===== src/common/mem_pkg.sv =====
`default_nettype none

package mem_pkg;

	// byte address and one data word
	typedef logic [31:0] addr_t;
	typedef logic [63:0] data_t;
	// one strobe bit per data byte
	typedef logic [7:0] strb_t;
	typedef logic [1:0] resp_t;

	localparam resp_t RESP_OKAY = 2'd0;
	// address outside the sram window
	localparam resp_t RESP_SLVERR = 2'd2;

	localparam addr_t MEM_BASE = 32'h8000_0000;
	localparam int MEM_WORDS = 256;
	// window compare covers the bits above the array span
	localparam int WIN_LSB = 11;
	typedef logic [7:0] word_idx_t;

	// fifo slots, also the credit limit
	localparam int RSP_DEPTH = 4;
	localparam int RSP_PTR_W = 2;
	typedef logic [2:0] credit_t;

	typedef enum logic [1:0] {
		idle,
		read_rsp,
		write_rsp
	} sram_state_t;

	// upper 21 bits must match the base
	function automatic logic in_window(addr_t addr);
		return addr[31:WIN_LSB] == MEM_BASE[31:WIN_LSB];
	endfunction

	// word index, byte offset dropped
	function automatic word_idx_t word_idx(addr_t addr);
		return addr[10:3];
	endfunction

endpackage

`default_nettype wire

===== src/source/req_bridge.sv =====
`default_nettype none

module req_bridge (
	input  logic            clk,
	input  logic            rst,
	input  logic            req_valid,
	input  logic            req_write,
	input  mem_pkg::addr_t  req_addr,
	input  mem_pkg::data_t  req_wdata,
	input  mem_pkg::strb_t  req_wstrb,
	output logic            req_ready,
	output logic            arvalid,
	output mem_pkg::addr_t  araddr,
	input  logic            arready,
	output logic            awvalid,
	output mem_pkg::addr_t  awaddr,
	input  logic            awready,
	output logic            wvalid,
	output mem_pkg::data_t  wdata,
	output mem_pkg::strb_t  wstrb,
	input  logic            wready,
	input  logic            rsp_pop
);

	// transactions taken but not yet popped by the client
	mem_pkg::credit_t credit;
	// one address register serves both channels
	mem_pkg::addr_t   addr_q;
	logic             chan_busy;
	logic             accept;

	// any channel still waiting on the slave
	assign chan_busy = arvalid || awvalid || wvalid;
	assign req_ready = !chan_busy && (credit < mem_pkg::RSP_DEPTH);
	assign accept    = req_valid && req_ready;

	assign araddr = addr_q;
	assign awaddr = addr_q;

	// channel valids, set on accept, dropped on handshake
	always_ff @(posedge clk) begin
		if (rst) begin
			arvalid <= 1'b0;
			awvalid <= 1'b0;
			wvalid  <= 1'b0;
		end else if (accept) begin
			arvalid <= !req_write;
			// aw and w go up together
			awvalid <= req_write;
			wvalid  <= req_write;
		end else begin
			if (arvalid && arready) begin
				arvalid <= 1'b0;
			end
			if (awvalid && awready) begin
				awvalid <= 1'b0;
			end
			if (wvalid && wready) begin
				wvalid <= 1'b0;
			end
		end
	end

	// payload held stable while a valid is up
	always_ff @(posedge clk) begin
		if (accept) begin
			addr_q <= req_addr;
			wdata  <= req_wdata;
			wstrb  <= req_wstrb;
		end
	end

	// credit count, up on accept, down on each client pop
	always_ff @(posedge clk) begin
		if (rst) begin
			credit <= '0;
		end else if (accept && !rsp_pop) begin
			credit <= credit + 1'b1;
		end else if (rsp_pop && !accept) begin
			credit <= credit - 1'b1;
		end
	end

	// the fifo never holds more beats than were granted
	a_credit_max: assert property (@(posedge clk) disable iff (rst)
		credit <= mem_pkg::RSP_DEPTH);

	// a pop always has a matching outstanding request
	a_credit_min: assert property (@(posedge clk) disable iff (rst)
		!(rsp_pop && credit == '0));

endmodule

`default_nettype wire


===== config.mk =====
export PLATFORM = sky130hd
export DESIGN_NAME = req_bridge
export DESIGN_NICKNAME = d
export VERILOG_FILES = /design/src/common/mem_pkg.sv /design/src/source/req_bridge.sv
export SDC_FILE = /design/constraint.sdc
export NUM_CORES = 1
export LEC_CHECK = 0
export BUFFER_PORTS_ARGS = -buffer_cell sky130_fd_sc_hd__buf_2
export CORE_AREA = 2 2 98 100
export DETAILED_ROUTE_END_ITERATION = 12
export DIE_AREA = 0 0 100 102
export PLACE_DENSITY = 0.78
export SYNTH_ARGS = -nofsm -noshare
export SYNTH_HDL_FRONTEND = slang
export SYNTH_SLANG_ARGS = --single-unit

===== constraint.sdc =====
create_clock -name clk -period 4.7 [get_ports clk]
set_input_delay 0 -clock clk [delete_from_list [all_inputs] [get_ports clk]]
set_output_delay 0 -clock clk [all_outputs]
set_load 0.01 [all_outputs]

==> flow_summary.html, run 1 <==
<table>
<tr><th>Metric</th><th>Value</th></tr>
<tr><th colspan="2">Yosys</th></tr>
<tr><td>Average cell area after synthesis</td><td>22.3 um2</td></tr>
<tr><td>Post-synth top area share</td><td>85.5%</td></tr>
<tr><td>Cell taking the most area after synthesis</td><td>edfxtp_1</td></tr>
<tr><td>Synth Area in Simple Gates</td><td>2.16%</td></tr>
<tr><td>Combinational family with the most area after synthesis</td><td>buffers and inverters</td></tr>
<tr><td>Dominant cells by area after synthesis</td><td>edfxtp_1 85%, buf_4 6.6%, dfxtp_1 3.3%, nor4_4 0.58%, a21oi_1 0.55%</td></tr>
<tr><td>Instance count of the mapped netlist</td><td>164</td></tr>
<tr><td>Adder-Cell Fraction of Synth Area</td><td>0.890%</td></tr>
<tr><td>Count of warnings emitted by yosys</td><td>0</td></tr>
<tr><td>Part of the Yosys area used for sequential elements</td><td>~90%</td></tr>
<tr><td>Total nets after synthesis</td><td>278</td></tr>
<tr><td>Multiplexer area fraction after synthesis</td><td>less than 1%</td></tr>
<tr><td>Synth cell types</td><td>17</td></tr>
<tr><td>Share of the synthesized area in compound gates (AO/OA/AOI/OAI)</td><td>0.685%</td></tr>
<tr><td>Synthesized-area fraction occupied by xor and xnor cells</td><td>0.479%</td></tr>
<tr><td>Post-synthesis cell area</td><td>3650 um2</td></tr>
<tr><td>Register bit total from synthesis</td><td>110</td></tr>
<tr><th colspan="2">Clocking</th></tr>
<tr><td>Number of buffers inserted during clock tree synthesis</td><td>9</td></tr>
<tr><td># Post-CTS Setup Buffers</td><td>0</td></tr>
<tr><td>CTS Root Buffer Type</td><td>clkbuf_8</td></tr>
<tr><td>Maximum root-to-sink buffer count</td><td>2</td></tr>
<tr><td>H-tree depth</td><td>3</td></tr>
<tr><td>Number of cells upsized or downsized after cts</td><td>0</td></tr>
<tr><td>Hold-fix buffer count after cts</td><td>between 100 and 150</td></tr>
<tr><td>Clock sink count</td><td>110</td></tr>
<tr><th colspan="2">Die</th></tr>
<tr><td>Die W</td><td>100 um</td></tr>
<tr><td>Number of ports placed on the die boundary</td><td>252</td></tr>
<tr><td>Number of placement rows</td><td>35</td></tr>
<tr><td>Die Span Y</td><td>between 100 and 150 um</td></tr>
<tr><td>Initial standard-cell utilization of the core</td><td>40.1%</td></tr>
<tr><th colspan="2">Placed design</th></tr>
<tr><td>Placer's final routability congestion estimate</td><td>0.716</td></tr>
<tr><td>IO buf count</td><td>251</td></tr>
<tr><td>Placement Cell Area</td><td>between 4000 and 5000 um2</td></tr>
<tr><td>Sum of net half-perimeters after detailed placement</td><td>around 6 mm</td></tr>
<tr><th colspan="2">Outcome</th></tr>
<tr><td>Result of the run</td><td>aborted with a tool error</td></tr>
<tr><td>Error that ended the run</td><td>[ERROR RSZ-0060] Max buffer count reached.</td></tr>
<tr><td>Last flow stage reached</td><td>clock tree synthesis</td></tr>
</table>
==> stage by stage <==
step / cells / setup WS [ns]
after detailed placement: 495 / 2.39
after global placement: 495 / 2.47
after floorplan: 164 / 1.10
==> cells by family after synthesis <==
group / after synthesis
flip-flops: 110
buffers and inverters: 34
AND/OR/NAND/NOR: 10
AO/OA/AOI/OAI: 5
XOR/XNOR: 2
adder cells (fa/ha/maj): 2
multiplexers: 1
==> synthesized netlist by cell type <==
library cell and n:
a21oi_1 4, and2_2 1, buf_4 32, dfxtp_1 6
edfxtp_1 104, fa_1 1, ha_1 1, inv_1 2
mux2i_1 1, nand2b_1 3, nand3_2 1, nand3b_1 1
nor2_1 2, nor4_4 1, o21ai_0 1, or3_1 1
xor2_1 2
==> run 2, diff against run 1 <==
--- a/config.mk
+++ b/config.mk
@@ -6,10 +6,10 @@
 export NUM_CORES = 1
 export LEC_CHECK = 0
 export BUFFER_PORTS_ARGS = -buffer_cell sky130_fd_sc_hd__buf_2
-export CORE_AREA = 2 2 98 100
+export CORE_MARGIN = 1
+export CORE_UTILIZATION = 28
 export DETAILED_ROUTE_END_ITERATION = 12
-export DIE_AREA = 0 0 100 102
-export PLACE_DENSITY = 0.78
+export PLACE_DENSITY_LB_ADDON = 0.15
 export SYNTH_ARGS = -nofsm -noshare
 export SYNTH_HDL_FRONTEND = slang
 export SYNTH_SLANG_ARGS = --single-unit
==> run 2 against run 1 <==
Effect of this change:
- the flow now finishes without violations
- synthesized area unchanged
- synthesized cell count unchanged
==> flow_summary.html, run 2 <==
<table>
<tr><th>Metric</th><th>Value</th></tr>
<tr><th colspan="2">Outcome</th></tr>
<tr><td>Result of the run</td><td>finished, final reports clean (was aborted with a tool error)</td></tr>
<tr><th colspan="2">Placed design</th></tr>
<tr><td>Sum of net half-perimeters after detailed placement</td><td>6.10 mm (was 5.96 mm)</td></tr>
<tr><td>IO buf count</td><td>251 (unchanged)</td></tr>
<tr><td>Placer's final routability congestion estimate</td><td>0.685 (was 0.716)</td></tr>
<tr><td>Placed Cells</td><td>556 (was 495)</td></tr>
<tr><th colspan="2">Run</th></tr>
<tr><td>Number of maximum-capacitance constraint violations</td><td>0</td></tr>
<tr><th colspan="2">Worst hold path</th></tr>
<tr><td>Worst hold path endpoint</td><td>credit[0]</td></tr>
<tr><td>Worst hold path type</td><td>input pin to flip-flop</td></tr>
<tr><td>Hold Path Stages</td><td>5</td></tr>
<tr><td>Hold Crit Start</td><td>rsp_pop</td></tr>
<tr><th colspan="2">Drt</th></tr>
<tr><td>Iter 0 DRT Violations</td><td>~130</td></tr>
<tr><td>WL/cell</td><td>13.4 um</td></tr>
<tr><td>Final routed DRC violation total</td><td>0</td></tr>
<tr><td>DRT Wirelength</td><td>slightly above 9 mm</td></tr>
<tr><td>Vias per cell</td><td>3.90</td></tr>
<tr><td>Via count of the routed design</td><td>2658</td></tr>
<tr><td>Number of nets still failing antenna checks after routing</td><td>0</td></tr>
<tr><td>Drt pass-1 iters</td><td>4</td></tr>
<tr><th colspan="2">Die</th></tr>
<tr><td>Die Span Y</td><td>116 um (was 102 um)</td></tr>
<tr><td>Die W</td><td>116 um (was 100 um)</td></tr>
<tr><td>Die Outline Area</td><td>13500 um2</td></tr>
<tr><td>Number of placement rows</td><td>41 (was 35)</td></tr>
<tr><td>Placeable core region</td><td>12700 um2</td></tr>
<tr><td>Number of ports placed on the die boundary</td><td>252 (unchanged)</td></tr>
<tr><td>Initial standard-cell utilization of the core</td><td>28.8% (was 40.1%)</td></tr>
<tr><th colspan="2">Yosys</th></tr>
<tr><td>Part of the Yosys area used for sequential elements</td><td>88.7% (unchanged)</td></tr>
<tr><td>Proportion of synthesized flip-flops having asynchronous set or reset</td><td>0% (unchanged)</td></tr>
<tr><td>Leading cell type by number of instances after synthesis</td><td>edfxtp_1 (unchanged)</td></tr>
<tr><td>Instance count of the mapped netlist</td><td>164 (unchanged)</td></tr>
<tr><td>Register bit total from synthesis</td><td>110 (unchanged)</td></tr>
<tr><td>Count of warnings emitted by yosys</td><td>0 (unchanged)</td></tr>
<tr><td>Dominant cells by area after synthesis</td><td>edfxtp_1 85%, buf_4 6.6%, dfxtp_1 3.3%, nor4_4 0.58%, a21oi_1 0.55% (unchanged)</td></tr>
<tr><td>Total nets after synthesis</td><td>278 (unchanged)</td></tr>
<tr><td>Average cell area after synthesis</td><td>22.3 um2 (unchanged)</td></tr>
<tr><td>Post-synth top area share</td><td>85.5% (unchanged)</td></tr>
<tr><td>Synth cell types</td><td>17 (unchanged)</td></tr>
<tr><td>Top FF cell, synth</td><td>edfxtp_1 (unchanged)</td></tr>
<tr><td>Post-synthesis cell area</td><td>3650 um2 (unchanged)</td></tr>
<tr><td>Cell taking the most area after synthesis</td><td>edfxtp_1 (unchanged)</td></tr>
<tr><td>EDFF count, synth</td><td>104 (unchanged)</td></tr>
<tr><td>Leading cell types by count after synthesis</td><td>104 x edfxtp_1, 32 x buf_4, 6 x dfxtp_1, 4 x a21oi_1, 3 x nand2b_1 (unchanged)</td></tr>
<tr><th colspan="2">Clocking</th></tr>
<tr><td>CTS Root Buffer Type</td><td>clkbuf_16 (was clkbuf_8)</td></tr>
<tr><td>Number of cells upsized or downsized after cts</td><td>0 (unchanged)</td></tr>
<tr><td>Hold-fix buffer count after cts</td><td>110 (was 103)</td></tr>
<tr><td>Register clock-pin slew on the reported worst setup and hold paths</td><td>0.07 ns</td></tr>
<tr><td>H-tree depth</td><td>3 (unchanged)</td></tr>
<tr><td># Post-CTS Setup Buffers</td><td>0 (unchanged)</td></tr>
<tr><td>Clock sink count</td><td>110 (unchanged)</td></tr>
<tr><td>Number of buffers inserted during clock tree synthesis</td><td>9 (unchanged)</td></tr>
<tr><td>Clock network latency to the later pin of the worst-skew pair</td><td>0.34 ns</td></tr>
<tr><td>CTS tree</td><td>yes</td></tr>
<tr><td>Maximum root-to-sink buffer count</td><td>2 (unchanged)</td></tr>
<tr><th colspan="2">Critical path</th></tr>
<tr><td>Cells on worst reg2reg path</td><td>8</td></tr>
<tr><td>CP Capture Type</td><td>flip-flop</td></tr>
<tr><td>Crit path launch type</td><td>flip-flop</td></tr>
<tr><td>Worst r2r src</td><td>credit[2]</td></tr>
<tr><td>Worst reg2reg endpoint</td><td>credit[2]</td></tr>
<tr><td>Worst Path Required</td><td>4.97 ns</td></tr>
<tr><td>R2R setup slack</td><td>slightly below 2 ns</td></tr>
<tr><td>Arrival time reported for the critical path endpoint</td><td>between 3 and 4 ns</td></tr>
<tr><td>Maximum fanout along the worst path</td><td>50</td></tr>
<tr><td>Crit path kind</td><td>flip-flop to flip-flop</td></tr>
<tr><th colspan="2">Pwr</th></tr>
<tr><td>Combinational group share of total power</td><td>23.8%</td></tr>
<tr><td>Net switching power</td><td>0.776 mW</td></tr>
<tr><td>Leakage power figure</td><td>2.70 nW</td></tr>
<tr><td>Worst-case vdd ir drop</td><td>0.315 mV</td></tr>
<tr><td>Portion of total power attributed to sequential cells</td><td>50.1%</td></tr>
<tr><td>Design internal power</td><td>2.04 mW</td></tr>
<tr><td>Fraction of power spent switching nets</td><td>between 20% and 30%</td></tr>
<tr><td>Clock share of power</td><td>26.1%</td></tr>
<tr><td>Areal power density over the cells</td><td>approximately 450 nW/um2</td></tr>
<tr><th colspan="2">Global route</th></tr>
<tr><td>Congestion Overflow GR</td><td>0</td></tr>
<tr><td>All-layer global routing usage</td><td>between 10 and 15%</td></tr>
<tr><td>Number of antenna violations at the first check in global routing</td><td>0</td></tr>
<tr><td>Pin count of the biggest net entering global routing</td><td>57</td></tr>
<tr><td>First-pass GRT wire length</td><td>12.7 mm</td></tr>
<tr><td>Number of global-route vias before repair</td><td>approximately 2600</td></tr>
<tr><th colspan="2">Final layout</th></tr>
<tr><td>Biggest register</td><td>wdata</td></tr>
<tr><td># nets final</td><td>619</td></tr>
<tr><td>Share of cells above drive strength 1</td><td>52.4%</td></tr>
<tr><td>Ant. Diodes</td><td>0</td></tr>
<tr><td>Most frequent standard cell in the layout excluding fill and tap cells</td><td>buf_2</td></tr>
<tr><td>Flip-flop count of the largest register, all copies and words added</td><td>64</td></tr>
<tr><td>Layout overhead on the synthesized area</td><td>71.8%</td></tr>
<tr><td>Commonest cells after routing, fill and taps aside</td><td>251 x buf_2, 110 x dlygate4sd3_1, 104 x edfxtp_1</td></tr>
<tr><td>Final cell count without fillers</td><td>682</td></tr>
<tr><th colspan="2">Timing</th></tr>
<tr><td>Clock skew after layout</td><td>just over 0.004 ns</td></tr>
<tr><td>Normalized max-slew margin</td><td>a little over half</td></tr>
<tr><td>RSZ-0062 raised after global routing</td><td>false</td></tr>
<tr><td>Portion of the clock cycle consumed by the worst path in the final layout</td><td>roughly 60%</td></tr>
<tr><td>Maximum operating frequency</td><td>0.363 GHz</td></tr>
<tr><td>Final Hold Violating Endpoints</td><td>0</td></tr>
<tr><td>Final number of max-transition violations</td><td>0</td></tr>
<tr><td>Accumulated negative setup slack</td><td>0 ns</td></tr>
<tr><td>Post-layout minimum cycle time</td><td>2.76 ns</td></tr>
<tr><td>Final Setup Violations</td><td>0</td></tr>
<tr><td>Slew at the pin with the worst max-slew slack</td><td>0.699 ns</td></tr>
</table>
==> run 2: kinds of logic (layout without fill, tap and decap cells) <==
logic type,count (synthesis),count (layout),synth area share (%)
compound gates,5,5,0.685
xor+xnor,2,2,0.479
buf+inv,34,380,6.78
simple gates,10,10,2.16
mux,1,1,0.274
flops,110,110,88.7
fa+ha+maj,2,2,0.890
==> run 2: critical path, stage by stage (launching register included) <==
cell,delay [ns]
dfxtp_1,0.34
nor4_4,0.36
and2_4,0.63
ha_1,0.30
inv_1,0.07
fa_1,0.38
xor2_1,0.16
or3_1,0.30
a21oi_1,0.15
==> run 2: layout make-up <==
cell class	count	area (um2)
multi-input combinational	20	165
timing repair buffer	362	2360
tap	172	215
clock buffer	11	233
inverter	2	7.51
clock inverter	5	50.0
fill	1094	6390
sequential	110	3240
==> run 2: worst max-delay path by stage <==
stage	startpoint	endpoint	slack (ns)	cells past startpoint
after floorplan	wvalid	credit[2]	1.10	8
after global placement	credit[2]	credit[2]	1.99	8
after detailed placement	credit[2]	credit[2]	1.93	8
after CTS	credit[2]	credit[2]	1.89	8
after global routing	credit[2]	credit[2]	1.72	8
final	credit[2]	credit[2]	1.94	8
==> run 2: metrics by stage <==
step           hold WS [ns]  utilization, %  power (mW)  setup WS [ns]  instance area, um2
2_1_floorplan        0.0691               -        1.79           1.10                3650
3_3_place_gp          0.176            38.6        2.03           1.99                4890
3_5_place_dp          0.178            38.6        2.04           1.93                4890
4_1_cts               0.192            49.6        2.85           1.89                6280
5_1_grt               0.262            49.6        2.96           1.72                6280
6_report              0.205            49.6        2.82           1.94                6280
==> run 2: per-layer routing <==
metal | vias up | global-route usage, % | wire, um
met2 | 107 | 24.6 | 5270
met3 | 13 | 2.75 | 455
met5 | - | 0 | 0
met4 | 0 | 7.52 | 201
li1 | 1265 | - | -
met1 | 1273 | 12.8 | 3210
==> run 2: power groups by stage <==
| stage | registers (mW) | clock network, mW | logic, mW |
|---|---|---|---|
| after floorplan | 1.54 | 0 | 0.248 |
| after global placement | 1.43 | 0 | 0.603 |
| after detailed placement | 1.44 | 0 | 0.605 |
| after CTS | 1.42 | 0.758 | 0.681 |
| after global routing | 1.44 | 0.790 | 0.735 |
| final | 1.41 | 0.734 | 0.671 |
No activity file was read; power rests on OpenSTA's default activity.
