$ cat src/common/mem_pkg.sv
`default_nettype none

package mem_pkg;

	// byte address and one data word
	typedef logic [31:0] addr_t;
	typedef logic [63:0] data_t;
	// one strobe bit per data byte
	typedef logic [7:0] strb_t;
	typedef logic [1:0] resp_t;

	localparam resp_t RESP_OKAY = 2'd0;
	// address outside the sram window
	localparam resp_t RESP_SLVERR = 2'd2;

	localparam addr_t MEM_BASE = 32'h8000_0000;
	localparam int MEM_WORDS = 256;
	// window compare covers the bits above the array span
	localparam int WIN_LSB = 11;
	typedef logic [7:0] word_idx_t;

	// fifo slots, also the credit limit
	localparam int RSP_DEPTH = 4;
	localparam int RSP_PTR_W = 2;
	typedef logic [2:0] credit_t;

	typedef enum logic [1:0] {
		idle,
		read_rsp,
		write_rsp
	} sram_state_t;

	// upper 21 bits must match the base
	function automatic logic in_window(addr_t addr);
		return addr[31:WIN_LSB] == MEM_BASE[31:WIN_LSB];
	endfunction

	// word index, byte offset dropped
	function automatic word_idx_t word_idx(addr_t addr);
		return addr[10:3];
	endfunction

endpackage

`default_nettype wire
$ cat src/source/rsp_fifo.sv
`default_nettype none

module rsp_fifo (
	input  logic            clk,
	input  logic            rst,
	input  logic            rvalid,
	input  mem_pkg::data_t  rdata,
	input  mem_pkg::resp_t  rresp,
	output logic            rready,
	input  logic            bvalid,
	input  mem_pkg::resp_t  bresp,
	output logic            bready,
	output logic            rsp_valid,
	output logic            rsp_write,
	output mem_pkg::resp_t  rsp_resp,
	output mem_pkg::data_t  rsp_rdata,
	input  logic            rsp_ready,
	output logic            rsp_pop
);

	logic [mem_pkg::RSP_PTR_W-1:0] wr_ptr;
	logic [mem_pkg::RSP_PTR_W-1:0] rd_ptr;
	// occupancy, 0 to RSP_DEPTH
	mem_pkg::credit_t              count;
	logic                          full;
	logic                          push_r;
	logic                          push_b;
	logic                          push;

	// entry slots
	logic           ent_write [mem_pkg::RSP_DEPTH];
	mem_pkg::resp_t ent_resp  [mem_pkg::RSP_DEPTH];
	mem_pkg::data_t ent_data  [mem_pkg::RSP_DEPTH];

	assign full   = (count == mem_pkg::RSP_DEPTH);
	assign rready = !full;
	assign bready = !full;

	assign push_r = rvalid && rready;
	assign push_b = bvalid && bready;
	assign push   = push_r || push_b;

	// head entry
	assign rsp_valid = (count != '0);
	assign rsp_write = ent_write[rd_ptr];
	assign rsp_resp  = ent_resp[rd_ptr];
	assign rsp_rdata = ent_data[rd_ptr];
	assign rsp_pop   = rsp_valid && rsp_ready;

	// r and b merged into one entry format, write data zeroed
	always_ff @(posedge clk) begin
		if (push) begin
			ent_write[wr_ptr] <= push_b;
			ent_resp[wr_ptr]  <= push_b ? bresp : rresp;
			ent_data[wr_ptr]  <= push_b ? '0 : rdata;
		end
	end

	// pointers wrap on their own at depth 4
	always_ff @(posedge clk) begin
		if (rst) begin
			wr_ptr <= '0;
			rd_ptr <= '0;
			count  <= '0;
		end else begin
			if (push) begin
				wr_ptr <= wr_ptr + 1'b1;
			end
			if (rsp_pop) begin
				rd_ptr <= rd_ptr + 1'b1;
			end
			if (push && !rsp_pop) begin
				count <= count + 1'b1;
			end else if (rsp_pop && !push) begin
				count <= count - 1'b1;
			end
		end
	end

	// bridge credits keep the slave from offering a beat to a full queue
	a_no_beat_full: assert property (@(posedge clk) disable iff (rst)
		!((rvalid || bvalid) && full));

endmodule

`default_nettype wire

$ cat config.mk
export PLATFORM = sky130hd
export DESIGN_NAME = rsp_fifo
export DESIGN_NICKNAME = d
export VERILOG_FILES = /design/src/common/mem_pkg.sv /design/src/source/rsp_fifo.sv
export SDC_FILE = /design/constraint.sdc
export NUM_CORES = 1
export LEC_CHECK = 0
export BUFFER_PORTS_ARGS = -buffer_cell sky130_fd_sc_hd__buf_2
export CORE_ASPECT_RATIO = 0.6
export CORE_UTILIZATION = 55
export DETAILED_ROUTE_END_ITERATION = 10
export PLACE_DENSITY = 0.77
export SETUP_SLACK_MARGIN = 0.2
export SYNTH_ARGS = -nofsm -noshare
export SYNTH_HDL_FRONTEND = slang
export SYNTH_SLANG_ARGS = --single-unit
$ cat constraint.sdc
create_clock -name clk -period 6.1 [get_ports clk]
set_clock_uncertainty 0.15 [all_clocks]
set_input_delay 0.61 -clock clk [delete_from_list [all_inputs] [get_ports clk]]
set_output_delay 0.61 -clock clk [all_outputs]
set_load 0.02 [all_outputs]
=== Word-level counts from Yosys, hierarchy flattened ===
Memories as Yosys holds them, arrays and structs flattened. A register that Yosys moved wholly into a read port is not among the register bits.
Index checks and enable logic that the tools add are counted.

* Reductions and logical operators: 11
* Add/sub/neg operators: 4
* Eq/ne operators: 1
* Muxes and demuxes: 12

{| class="wikitable"
|+ Operators with widths
! kind !! number
|-
| $mux 64 || 1
|-
| $mux 2 || 7
|-
| $mux 3 || 2
|-
| $logic_and 1x1->1 || 5
|-
| $add 2x1->2 const B || 2
|-
| $add 3x1->3 const B || 1
|-
| $eq 3x3->1 const B || 1
|-
| $logic_not 1->1 || 3
|-
| $reduce_bool 3->1 || 1
|-
| $sub 3x1->3 const B || 1
|-
| $mux 1 || 2
|-
| $reduce_bool 2->1 || 1
|-
| $logic_or 1x1->1 || 1
|}

* Input bits: 73
* Logic and storage cells: 34
* Bits in writable memories: 268
* Memories kept: 3
* Register bits: 7

{| class="wikitable"
|+ Memories
! memory !! words !! width !! read ports !! clocked after Yosys merged registers in !! wr ports !! RTL line !! RTL
|-
| ent_data || 4 || 64 || 1 || 1 || 1 || rsp_fifo.sv:33 || <nowiki>mem_pkg::data_t ent_data [mem_pkg::RSP_DEPTH];</nowiki>
|-
| ent_resp || 4 || 2 || 1 || 1 || 1 || rsp_fifo.sv:32 || <nowiki>mem_pkg::resp_t ent_resp [mem_pkg::RSP_DEPTH];</nowiki>
|-
| ent_write || 4 || 1 || 1 || 1 || 1 || rsp_fifo.sv:31 || <nowiki>logic ent_write [mem_pkg::RSP_DEPTH];</nowiki>
|}

=== Longest topological paths before layout ===
Gate-level depths: netlist of run 1.

* Depth after elaboration: 8
* Mapped depth: 8
* Depth with buffers taken out: 8

=== Least setup slack after synthesis of run 1 ===
OpenSTA, ideal clock, no wires.

* Kind: reg-to-reg
* From: reg count[0]
* To: mem ent_data[0][0] in the netlist's numbering, enable pin
* Arrival: 2.410 ns
* Period minus slack after synthesis: 2.992 ns
* Path slack: 3.108 ns
* Setup time: 0.432 ns
* Path buffers: 0
* Stages on the path, launching flop included: 4
* Cell sequence: dfxtp_1 > or3b_4 > o21a_4 > and2_1

* Longest elaborated chain between the ends: 6
* Elaborated cells on any way between the ends: 7
* Those cells by class: eq/ne (1); mux (2); reduce/logical (4)

{| class="wikitable"
|+ RTL lines
! what !! RTL line !! RTL
|-
| start, declared || rsp_fifo.sv:24 || <nowiki>mem_pkg::credit_t count;</nowiki>
|-
| start signal, assigned || rsp_fifo.sv:73 || <nowiki>count <= count + 1'b1;</nowiki>
|-
| start signal, assigned || rsp_fifo.sv:75 || <nowiki>count <= count - 1'b1;</nowiki>
|-
| $eq 3x3->1 * || rsp_fifo.sv:35 || <nowiki>assign full = (count == mem_pkg::RSP_DEPTH);</nowiki>
|-
| $logic_not 1->1 * || rsp_fifo.sv:37 || <nowiki>assign bready = !full;</nowiki>
|-
| via bready || rsp_fifo.sv:12 || <nowiki>output logic bready,</nowiki>
|-
| $logic_and 1x1->1, on equally long branches || rsp_fifo.sv:39, rsp_fifo.sv:40 ||
|-
| $logic_or 1x1->1 * || rsp_fifo.sv:41 || <nowiki>assign push = push_r || push_b;</nowiki>
|-
| via push || rsp_fifo.sv:28 || <nowiki>logic push;</nowiki>
|-
| $mux 1 * || rsp_fifo.sv:52 || <nowiki>if (push) begin</nowiki>
|-
| $mux 1 * || rsp_fifo.sv:55 || <nowiki>ent_data[wr_ptr] <= push_b ? '0 : rdata;</nowiki>
|-
| end, declared || rsp_fifo.sv:33 ||
|}

Mark *: on every way through the listed nets, which the timed path passes. The rest lies on a longest branch.

==> flow_summary_export.csv, run 1 <==
group,metric,value,unit
finish,nNetsFinal,700,
detailed_routing,firstDrtPassIters,6,
floorplan,start_util,0.5749,
clocking,cts_resized,0,
synth,synth-async-reset-ratio,0,
floorplan,die_area,19910,um^2
clocking,cts_buffers,25,
synth,syn-instance-count,474,
finish,layout_commonest_cell,"edfxtp_1",
finish,synthToLayoutAreaGrowth,15.38,%
synth,synth_warnings,0,
synth,synth_nets,553,
floorplan,fp.coreArea,18500,um^2
detailed_routing,avgRoutedWirePerCell,21.83,um
synth,synthFlopType,"edfxtp_1",
global_routing,grt_overflow,0,
worst_setup_path,r2r-start,"count[0]",
synth,synth-edff-count,268,
timing,max_freq,277.5,MHz
clocking,path_clk_slew,0.06,ns
timing,setup_tns,0,ns
finish,fin_area,12270,um^2
timing,report.final.slew_viol_count,0,
place,io_buffer_count,143,
timing,rsz0062_at_grt,"no",
clocking,cts_buffer_depth,3,
place,dpl_cell_area,11510,um^2
job,cap_viol_max_count,0,
timing,layout_min_cycle_time,3.604,ns
detailed_routing,vias_per_cell,5.620,
worst_setup_path,ff2ff_path_depth,7,
synth,syn_area,10630,um^2
worst_setup_path,arrival,2.84,ns
worst_setup_path,crit_fanout,46,
timing,worstMarginPinSlew,1.102,ns
synth,syn_area_per_cell,22.43,um^2
worst_setup_path,crit_type,"flip-flop to primary output",
timing,slew-limit-headroom,0.2654,
global_routing,grt_pass1_vias,5326,
synth,synth_cell_type_count,27,
clocking,cts_setup_buffers,0,
clocking,clock-sinks,277,
min_path,hold_class,"primary input to flip-flop",
global_routing,antenna_found_initial,3,
worst_setup_path,cp.required,5.34,ns
clocking,cts_root_buffer,"clkbuf_16",
finish,fin_util,0.6633,
detailed_routing,dr_total_vias,4940,
synth,yosysSeqAreaShare,0.7738,
floorplan,rows,38,
detailed_routing,postRouteAntennaNets,0,
worst_setup_path,setup.worst_path.end,"rsp_rdata[34]",
finish,drive_gt1_frac,0.3940,
detailed_routing,drt-total-wl,19.19,mm
worst_setup_path,critPathLaunchType,"flip-flop",
timing,timing.final.crit_share,0.5908,
timing,final_hold_viol_count,0,
power_and_ir_drop,powerDensity,485.5,nW/um^2
floorplan,io_pins,144,
finish,nFillCells,1194,
worst_setup_path,regToRegSetupSlack,3.65,ns
clocking,cts_tree,"built",
global_routing,grtUsageTotal,0.2025,
detailed_routing,drc,0,
clocking,hold_buffers,0,
global_routing,grt_pass1_wl,29.86,mm
finish,final_cell_mix,"edfxtp_1, buf_2, mux4_2",
global_routing,grt_max_degree,68,
synth,ys_ff_latch,277,
clocking,clock_latency,0.50,ns
power_and_ir_drop,total_leakage_power,4.261,nW
detailed_routing,drtIter0Drc,288,
place,gp_congestion,0.7431,
floorplan,fp.dieH,109.7,um
timing,finalSetupViolCount,0,
worst_setup_path,endpoint_kind,"primary output",
floorplan,fp.dieW,181.5,um
place,dp_hpwl,10.71,mm
worst_setup_path,r2r-end,"count[2]",
power_and_ir_drop,ir_drop,0.2315,mV
clocking,htree_levels,1,
status,outcome,"complete, no violations",
timing,holdWs,0.2482,ns
## state kept, by name, summed over array words and instances, names as in the netlist, named ones only
name and cells:
count 3, ent_data 256, ent_resp 8, ent_write 4, wr_ptr 2, rd_ptr 2
## synthesized netlist by cell type (3+ instances only)
cell,instances,area share
ha_1,5,0.0059
xor2_1,4,0.0033
buf_2,7,0.0033
and2_1,68,0.040
nor2_1,7,0.0025
buf_1,3,0.0011
buf_6,7,0.0074
edfxtp_1,268,0.76
inv_1,5,0.0018
clkbuf_1,3,0.0011
mux4_2,67,0.14
dfxtp_1,9,0.017
## metal layers
metal / vias up / track usage / part of all wire
met2: 155 / 0.3327 / 0.48
met5: - / 0 / 0.00073
met4: 2 / 0.03753 / 0.013
met3: 23 / 0.05300 / 0.072
met1: 2551 / 0.2809 / 0.44
li1: 2209 / - / -
## kinds of logic (layout without fill, tap and decap cells)
| logic type | after synthesis | count (layout) | share of synthesized area |
|---|---|---|---|
| other cells | 0 | 2 | 0 |
| compound gates | 5 | 5 | 0.003882 |
| fa+ha+maj | 6 | 6 | 0.007767 |
| buf+inv | 29 | 192 | 0.01694 |
| flops | 277 | 277 | 0.7738 |
| mux | 72 | 72 | 0.1473 |
| xor+xnor | 4 | 4 | 0.003295 |
| simple gates | 81 | 81 | 0.04695 |
## worst min path at each step
stage | start | endpoint | slack, ns | depth (start not counted)
after CTS | rst | flip-flop | 0.23 | 2
after floorplan | wr_ptr[1] | wr_ptr[1] | 0.33 | 2
final | rst | flip-flop | 0.25 | 2
after detailed placement | rd_ptr[0] | flip-flop | 0.37 | 2
after global routing | rst | flip-flop | 0.23 | 2
after global placement | wr_ptr[1] | wr_ptr[1] | 0.34 | 2
## critical path: stages, from the launching register on
cell and delay [ns]:
dfxtp_4 0.98, buf_4 0.55, mux4_2 0.59, buf_2 0.19
## stage by stage
stage | total power, mW | cells | setup WS [ns]
final | 5.957 | 879 | 2.496
after global routing | 6.230 | 877 | 2.238
after CTS | 6.028 | 877 | 2.380
after detailed placement | 4.582 | 834 | 2.922
after global placement | 4.514 | 834 | 2.964
after floorplan | 4.024 | 474 | 3.108
## cell type report
cell class              instances  area, um^2  area share
clock buffers                  34       689.4     0.05620
multi-input cells             168        2235      0.1822
diodes                          2       5.005   0.0004080
flip-flops and latches        277        8235      0.6713
repair buffers                144       723.2     0.05895
inverters                       5       18.77    0.001530
clock inverters                 9       61.31    0.004997
well taps                     240       300.3     0.02448
## power by group
group / internal [mW] / leakage, nW / switching (mW) / total [mW]
combinational: 0.693 / 1.29 / 0.986 / 1.68
clock: 0.826 / 0.366 / 0.622 / 1.45
sequential: 2.62 / 2.61 / 0.210 / 2.83
(Power assumes the default switching activity.)
==> run 2: changes to the inputs <==
--- a/config.mk
+++ b/config.mk
@@ -7,9 +7,9 @@
 export LEC_CHECK = 0
 export BUFFER_PORTS_ARGS = -buffer_cell sky130_fd_sc_hd__buf_2
 export CORE_ASPECT_RATIO = 0.6
-export CORE_UTILIZATION = 55
+export CORE_UTILIZATION = 52
 export DETAILED_ROUTE_END_ITERATION = 10
-export PLACE_DENSITY = 0.77
+export PLACE_DENSITY = 0.76
 export SETUP_SLACK_MARGIN = 0.2
 export SYNTH_ARGS = -nofsm -noshare
 export SYNTH_HDL_FRONTEND = slang
==> constraint.sdc (replaced) <==
create_clock -name clk -period 2.9 [get_ports clk]
set_clock_uncertainty 0.15 [all_clocks]
set_input_delay 0.29 -clock clk [delete_from_list [all_inputs] [get_ports clk]]
set_output_delay 0.29 -clock clk [all_outputs]
set_load 0.02 [all_outputs]
==> flow_summary_export.csv, run 2 (same netlist as run 1, synthesis figures left out) <==
group,metric,value,unit
timing,final_hold_viol_count,0,
power_and_ir_drop,internal-power,8.904,mW
place,gp_congestion,0.7909,
min_path,hold_class,"primary input to flip-flop",
clocking,htree_levels,1,
clocking,cts_tree,"built",
finish,largestRegisters,"ent_data (256), ent_resp (8), ent_write (4)",
detailed_routing,wl_met2,10.00,mm
detailed_routing,dr_total_vias,5209,
finish,final_cell_mix,"edfxtp_1, buf_2, mux4_2",
place,io_buffer_count,143,
floorplan,fp.dieW,186.6,um
worst_setup_path,crit_type,"flip-flop to primary output",
power_and_ir_drop,ir_drop,0.6034,mV
finish,nFillCells,1371,
global_routing,antenna_found_initial,0,
place,place_inst,878,
worst_setup_path,crit_fanout,36,
floorplan,rows,40,
finish,largest-register,"ent_data",
detailed_routing,drt-total-wl,20.16,mm
timing,setup_tns,0,ns
power_and_ir_drop,comb_power_share,0.306,
power_and_ir_drop,share_seq_of_total_power,0.453,
status,outcome,"complete, no violations",
clocking,path_clk_slew,0.06,ns
floorplan,start_util,0.5311,
finish,drive_gt1_frac,0.3836,
clocking,clock_latency,0.51,ns
global_routing,grt_max_degree,68,
finish,nNetsFinal,760,
power_and_ir_drop,p_sw_frac,0.3052,
worst_setup_path,max_stage_delay,0.71,ns
power_and_ir_drop,switchingPower,3.911,mW
finish,finalNonFillerCells,970,
detailed_routing,avgRoutedWirePerCell,20.78,um
worst_setup_path,critPathLaunchType,"flip-flop",
floorplan,die_area,21040,um^2
worst_setup_path,cp.required,2.46,ns
detailed_routing,vias_per_cell,5.370,
timing,slew-limit-headroom,0.6011,
clocking,cts_buffer_depth,3,
detailed_routing,firstDrtPassIters,4,
global_routing,grt_overflow,0,
detailed_routing,drt-met1-wl,8.608,mm
global_routing,grtUsageTotal,0.1978,
worst_setup_path,regToRegSetupSlack,0.52,ns
detailed_routing,postRouteAntennaNets,0,
timing,timing.final.crit_share,0.8714,
power_and_ir_drop,power_frac_clock,0.241,
timing,layout_min_cycle_time,2.527,ns
detailed_routing,drc,0,
timing,max_freq,395.7,MHz
finish,synthToLayoutAreaGrowth,22.24,%
detailed_routing,dr.max_layer_used,"met4",
floorplan,fp.coreArea,20020,um^2
finish,layout_commonest_cell,"edfxtp_1",
finish,seq_area,8235,um^2
worst_setup_path,cp_top_family,"flip-flops",
worst_setup_path,path_cells,"buf_4, mux4_2, buf_2",
timing,finalSetupViolCount,0,
worst_setup_path,endpoint_kind,"primary output",
worst_setup_path,worstPathBufferInverterCount,2,
worst_setup_path,arrival,2.09,ns
timing,worstMarginPinSlew,0.5983,ns
worst_setup_path,crit_slowest_cell,"dfxtp_4",
place,dp_hpwl,11.64,mm
detailed_routing,dr_wl_met3,1.234,mm
power_and_ir_drop,powerDensity,985.9,nW/um^2
floorplan,fp.dieH,112.8,um
clocking,cts_root_buffer,"clkbuf_16",
job,cap_viol_max_count,0,
finish,largest_reg_flops,256,
clocking,cts_buffers,25,
clocking,cts_resized,0,
power_and_ir_drop,total_leakage_power,4.561,nW
finish,fin_util,0.6493,
timing,rsz0062_at_grt,"no",
clocking,clock-sinks,277,
global_routing,grt_pass1_vias,5645,
floorplan,io_pins,144,
timing,report.final.slew_viol_count,0,
detailed_routing,drtIter0Drc,327,
global_routing,grt_pass1_wl,31.67,mm
finish,multi_input_area,2235,um^2
run 2: cell count changes in the layout (fill, tap and decap cells not counted), moves of 3 or more:
cell and delta:
buf_12 +8, dlygate4sd3_1 +48, clkbuf_8 -3, buf_4 +3, clkinv_2 +5, clkinv_1 -4
run 2: power groups by stage:
stage | combinational [mW] | clock [mW] | sequential [mW]
global placement | 3.80 | 0 | 5.84
CTS | 3.93 | 3.16 | 5.85
floorplan | 2.72 | 0 | 5.71
finish | 3.93 | 3.09 | 5.80
detailed placement | 3.86 | 0 | 5.93
global route | 4.19 | 3.30 | 5.89
run 2: repair_timing:
action / CTS / global route
endpoints found under the setup margin: 0 / 48
buffers inserted: 0 / 1
hold endpoints to repair: 184 / 0
hold buffers: 48 / 0
run 2: worst register-to-register path: cells and delay by family (launching register included):
family / cells / cell delay (ns)
adder cells (fa/ha/maj): 2 / 0.63
buffers and inverters: 1 / 0.06
AO/OA/AOI/OAI: 2 / 0.60
AND/OR/NAND/NOR: 1 / 0.31
XOR/XNOR: 1 / 0.17
flip-flops: 1 / 0.39
run 2: path summary, 6_finish.rpt:
check,from,to,cells past startpoint
setup / recovery,flip-flop,rsp_rdata[56],3
hold / removal,rdata[9],ent_data[1][9],2
setup reg to reg,count[0],count[2],7
hold reg to reg,wr_ptr[1],wr_ptr[1],2
run 2: layout make-up:
cell class | instances | share of cell area
multi-input cells | 168 | 0.1719
inverters | 5 | 0.001444
repair buffers | 204 | 0.1086
well taps | 273 | 0.02628
flip-flops and latches | 277 | 0.6336
clock inverters | 12 | 0.008375
diodes | 1 | 0.0001925
clock buffers | 30 | 0.04958
run 2: through the flow:
stage          cell area (um^2)  hold WS (ns)  worst slack (ns)  power, mW
6_report                  13000      0.008490            0.3730      12.81
5_1_grt                   13000       0.01583            0.2778      13.39
4_1_cts                   12970     0.0007817            0.2261      12.94
3_5_place_dp              11740        0.3579            0.5304      9.792
3_3_place_gp              11740        0.3452            0.6436      9.640
2_1_floorplan             10640        0.3320            0.6359      8.436
run 2: metal layers:
metal	global-route usage	up-vias
met5	0	-
met4	0.04317	0
met3	0.04467	28
met2	0.3348	148
met1	0.2675	2701
li1	-	2332
==> run 3: changes to the inputs <==
--- a/config.mk
+++ b/config.mk
@@ -7,10 +7,9 @@
 export LEC_CHECK = 0
 export BUFFER_PORTS_ARGS = -buffer_cell sky130_fd_sc_hd__buf_2
 export CORE_ASPECT_RATIO = 0.6
-export CORE_UTILIZATION = 52
+export CORE_UTILIZATION = 49
 export DETAILED_ROUTE_END_ITERATION = 10
-export PLACE_DENSITY = 0.76
-export SETUP_SLACK_MARGIN = 0.2
+export PLACE_DENSITY = 0.72
 export SYNTH_ARGS = -nofsm -noshare
 export SYNTH_HDL_FRONTEND = slang
 export SYNTH_SLANG_ARGS = --single-unit
==> flow_summary_export.csv, run 3 (same netlist as run 1, synthesis figures left out) <==
group,metric,value,unit
worst_setup_path,worstSetupPathDepth,7,
detailed_routing,drc,0,
clocking,cts_buffers,25,
detailed_routing,drtIter0Drc,318,
clocking,cts_resized,0,
clocking,cts_buffer_depth,3,
power_and_ir_drop,ir_drop,0.5027,mV
worst_setup_path,r2r-end,"count[2]",
status,outcome,"complete, no violations",
place,dp_hpwl,11.96,mm
worst_setup_path,crit_fanout,6,
finish,largest-register,"ent_data",
clocking,cts_root_buffer,"clkbuf_16",
place,dpl_cell_area,11750,um^2
global_routing,grt_pass1_wl,30.30,mm
finish,finalNonFillerCells,981,
detailed_routing,postRouteAntennaNets,0,
detailed_routing,firstDrtPassIters,4,
worst_setup_path,ff2ff_path_depth,7,
floorplan,fp.dieW,192.2,um
worst_setup_path,critPathLaunchType,"flip-flop",
worst_setup_path,cp.required,3.17,ns
clocking,path_clk_slew,0.07,ns
worst_setup_path,path_cells,"o31ai_1, ha_1, inv_1, fa_1, xor2_1, or3_1, a21oi_1",
timing,rsz0062_at_grt,"no",
finish,synthToLayoutAreaGrowth,22.38,%
clocking,cts_tree,"built",
min_path,worstHoldEndpoint,"ent_data[3][63]",
finish,largest_reg_flops,256,
worst_setup_path,crit_type,"flip-flop to flip-flop",
finish,nFillCells,1493,
clocking,clock_latency,0.51,ns
worst_setup_path,worstPathBufferInverterCount,1,
worst_setup_path,crit_slowest_cell,"o31ai_1",
timing,layout_min_cycle_time,2.514,ns
clocking,clock-sinks,277,
finish,fin_util,0.6157,
timing,setup_tns,0,ns
place,gp_congestion,0.8081,
global_routing,antenna_found_initial,0,
global_routing,grt_pass1_vias,5532,
detailed_routing,vias_per_cell,5.240,
power_and_ir_drop,powerDensity,985.3,nW/um^2
worst_setup_path,max_stage_delay,0.51,ns
worst_setup_path,endpoint_kind,"flip-flop",
floorplan,die_area,22310,um^2
floorplan,fp.coreArea,21140,um^2
timing,slew-limit-headroom,0.6542,
power_and_ir_drop,finalPower,12.82,mW
timing,final_hold_viol_count,0,
place,pre_cts_ws,0.4321,ns
job,cap_viol_max_count,0,
worst_setup_path,arrival,2.79,ns
clocking,htree_levels,1,
floorplan,io_pins,144,
worst_setup_path,r2r-start,"count[1]",
floorplan,fp.dieH,116.1,um
floorplan,start_util,0.5031,
place,io_buffer_count,143,
finish,nNetsFinal,762,
finish,fin_area,13010,um^2
finish,drive_gt1_frac,0.3823,
detailed_routing,dr_total_vias,5140,
global_routing,grt_max_degree,38,
timing,max_freq,397.7,MHz
detailed_routing,drt-total-wl,19.93,mm
floorplan,rows,41,
min_path,min_from,"rdata[63]",
place,place_inst,886,
worst_setup_path,cp_top_family,"compound AO/OA/AOI/OAI gates",
finish,final_cell_mix,"edfxtp_1, buf_2, mux4_2",
worst_setup_path,regToRegSetupSlack,0.39,ns
min_path,holdPathStages,2,
min_path,hold_class,"primary input to flip-flop",
global_routing,grtUsageTotal,0.1819,
timing,timing.final.crit_share,0.8670,
timing,worstMarginPinSlew,0.5144,ns
power_and_ir_drop,total_leakage_power,4.557,nW
detailed_routing,avgRoutedWirePerCell,20.32,um
finish,largestRegisters,"ent_data (256), ent_resp (8), ent_write (4)",
finish,layout_commonest_cell,"edfxtp_1",
timing,finalSetupViolCount,0,
timing,holdWs,0.01022,ns
global_routing,grt_overflow,0,
timing,report.final.slew_viol_count,0,
timing,finalWorstSetupSlack,0.3858,ns
## run 3: changes by cell type in the layout (fill, tap and decap cells not counted), sizes merged
cell / delta
dlygate4sd3: +1
clkbuf: +1
buf: +2
clkinv: -1
clkinvlp: +2
## run 3: how the worst max path moves through the flow
| stage | start | endpoint | slack [ns] |
|---|---|---|---|
| 6_report | count[1] | count[2] | 0.39 |
| 5_1_grt | count[0] | count[2] | 0.21 |
| 4_1_cts | flip-flop | rsp_rdata[59] | 0.41 |
| 3_5_place_dp | count[0] | count[2] | 0.43 |
| 3_3_place_gp | count[0] | count[2] | 0.62 |
| 2_1_floorplan | count[0] | ent_data[0][0] | 0.64 |
## run 3: repair_timing
action,CTS,global route
setup endpoints to repair,0,0
hold buffers,49,0
hold endpoints to repair,181,0
setup buffers,0,0
## run 3: metal layers
metal,vias up,track usage,part of all wire
met5,-,0,0
met1,2638,0.2563,0.45
met2,137,0.2986,0.48
li1,2340,-,-
met3,25,0.03816,0.056
met4,0,0.03780,0.014
## run 3: power breakdown
| group | internal [mW] | switching, mW |
|---|---|---|
| logic | 1.64 | 2.32 |
| registers | 5.49 | 0.248 |
| clock network | 1.77 | 1.36 |
## run 3: final cells by class
| cell class | count | area, um^2 | share of cell area |
|---|---|---|---|
| tap | 279 | 349.1 | 0.02683 |
| multi-input combinational | 168 | 2235 | 0.1717 |
| timing repair buffer | 206 | 1399 | 0.1075 |
| antenna | 1 | 2.502 | 0.0001923 |
| clock inverter | 13 | 121.4 | 0.009327 |
| clock buffer | 32 | 651.9 | 0.05010 |
| sequential | 277 | 8235 | 0.6329 |
| inverter | 5 | 18.77 | 0.001442 |
## run 3: worst reg2reg max path, delay by kind of cell, from the launching register on
| kind | cells | cell delay [ns] |
|---|---|---|
| adder cells (fa/ha/maj) | 2 | 0.66 |
| buffers and inverters | 1 | 0.07 |
| AND/OR/NAND/NOR | 1 | 0.30 |
| XOR/XNOR | 1 | 0.18 |
| flip-flops | 1 | 0.37 |
| AO/OA/AOI/OAI | 2 | 0.69 |
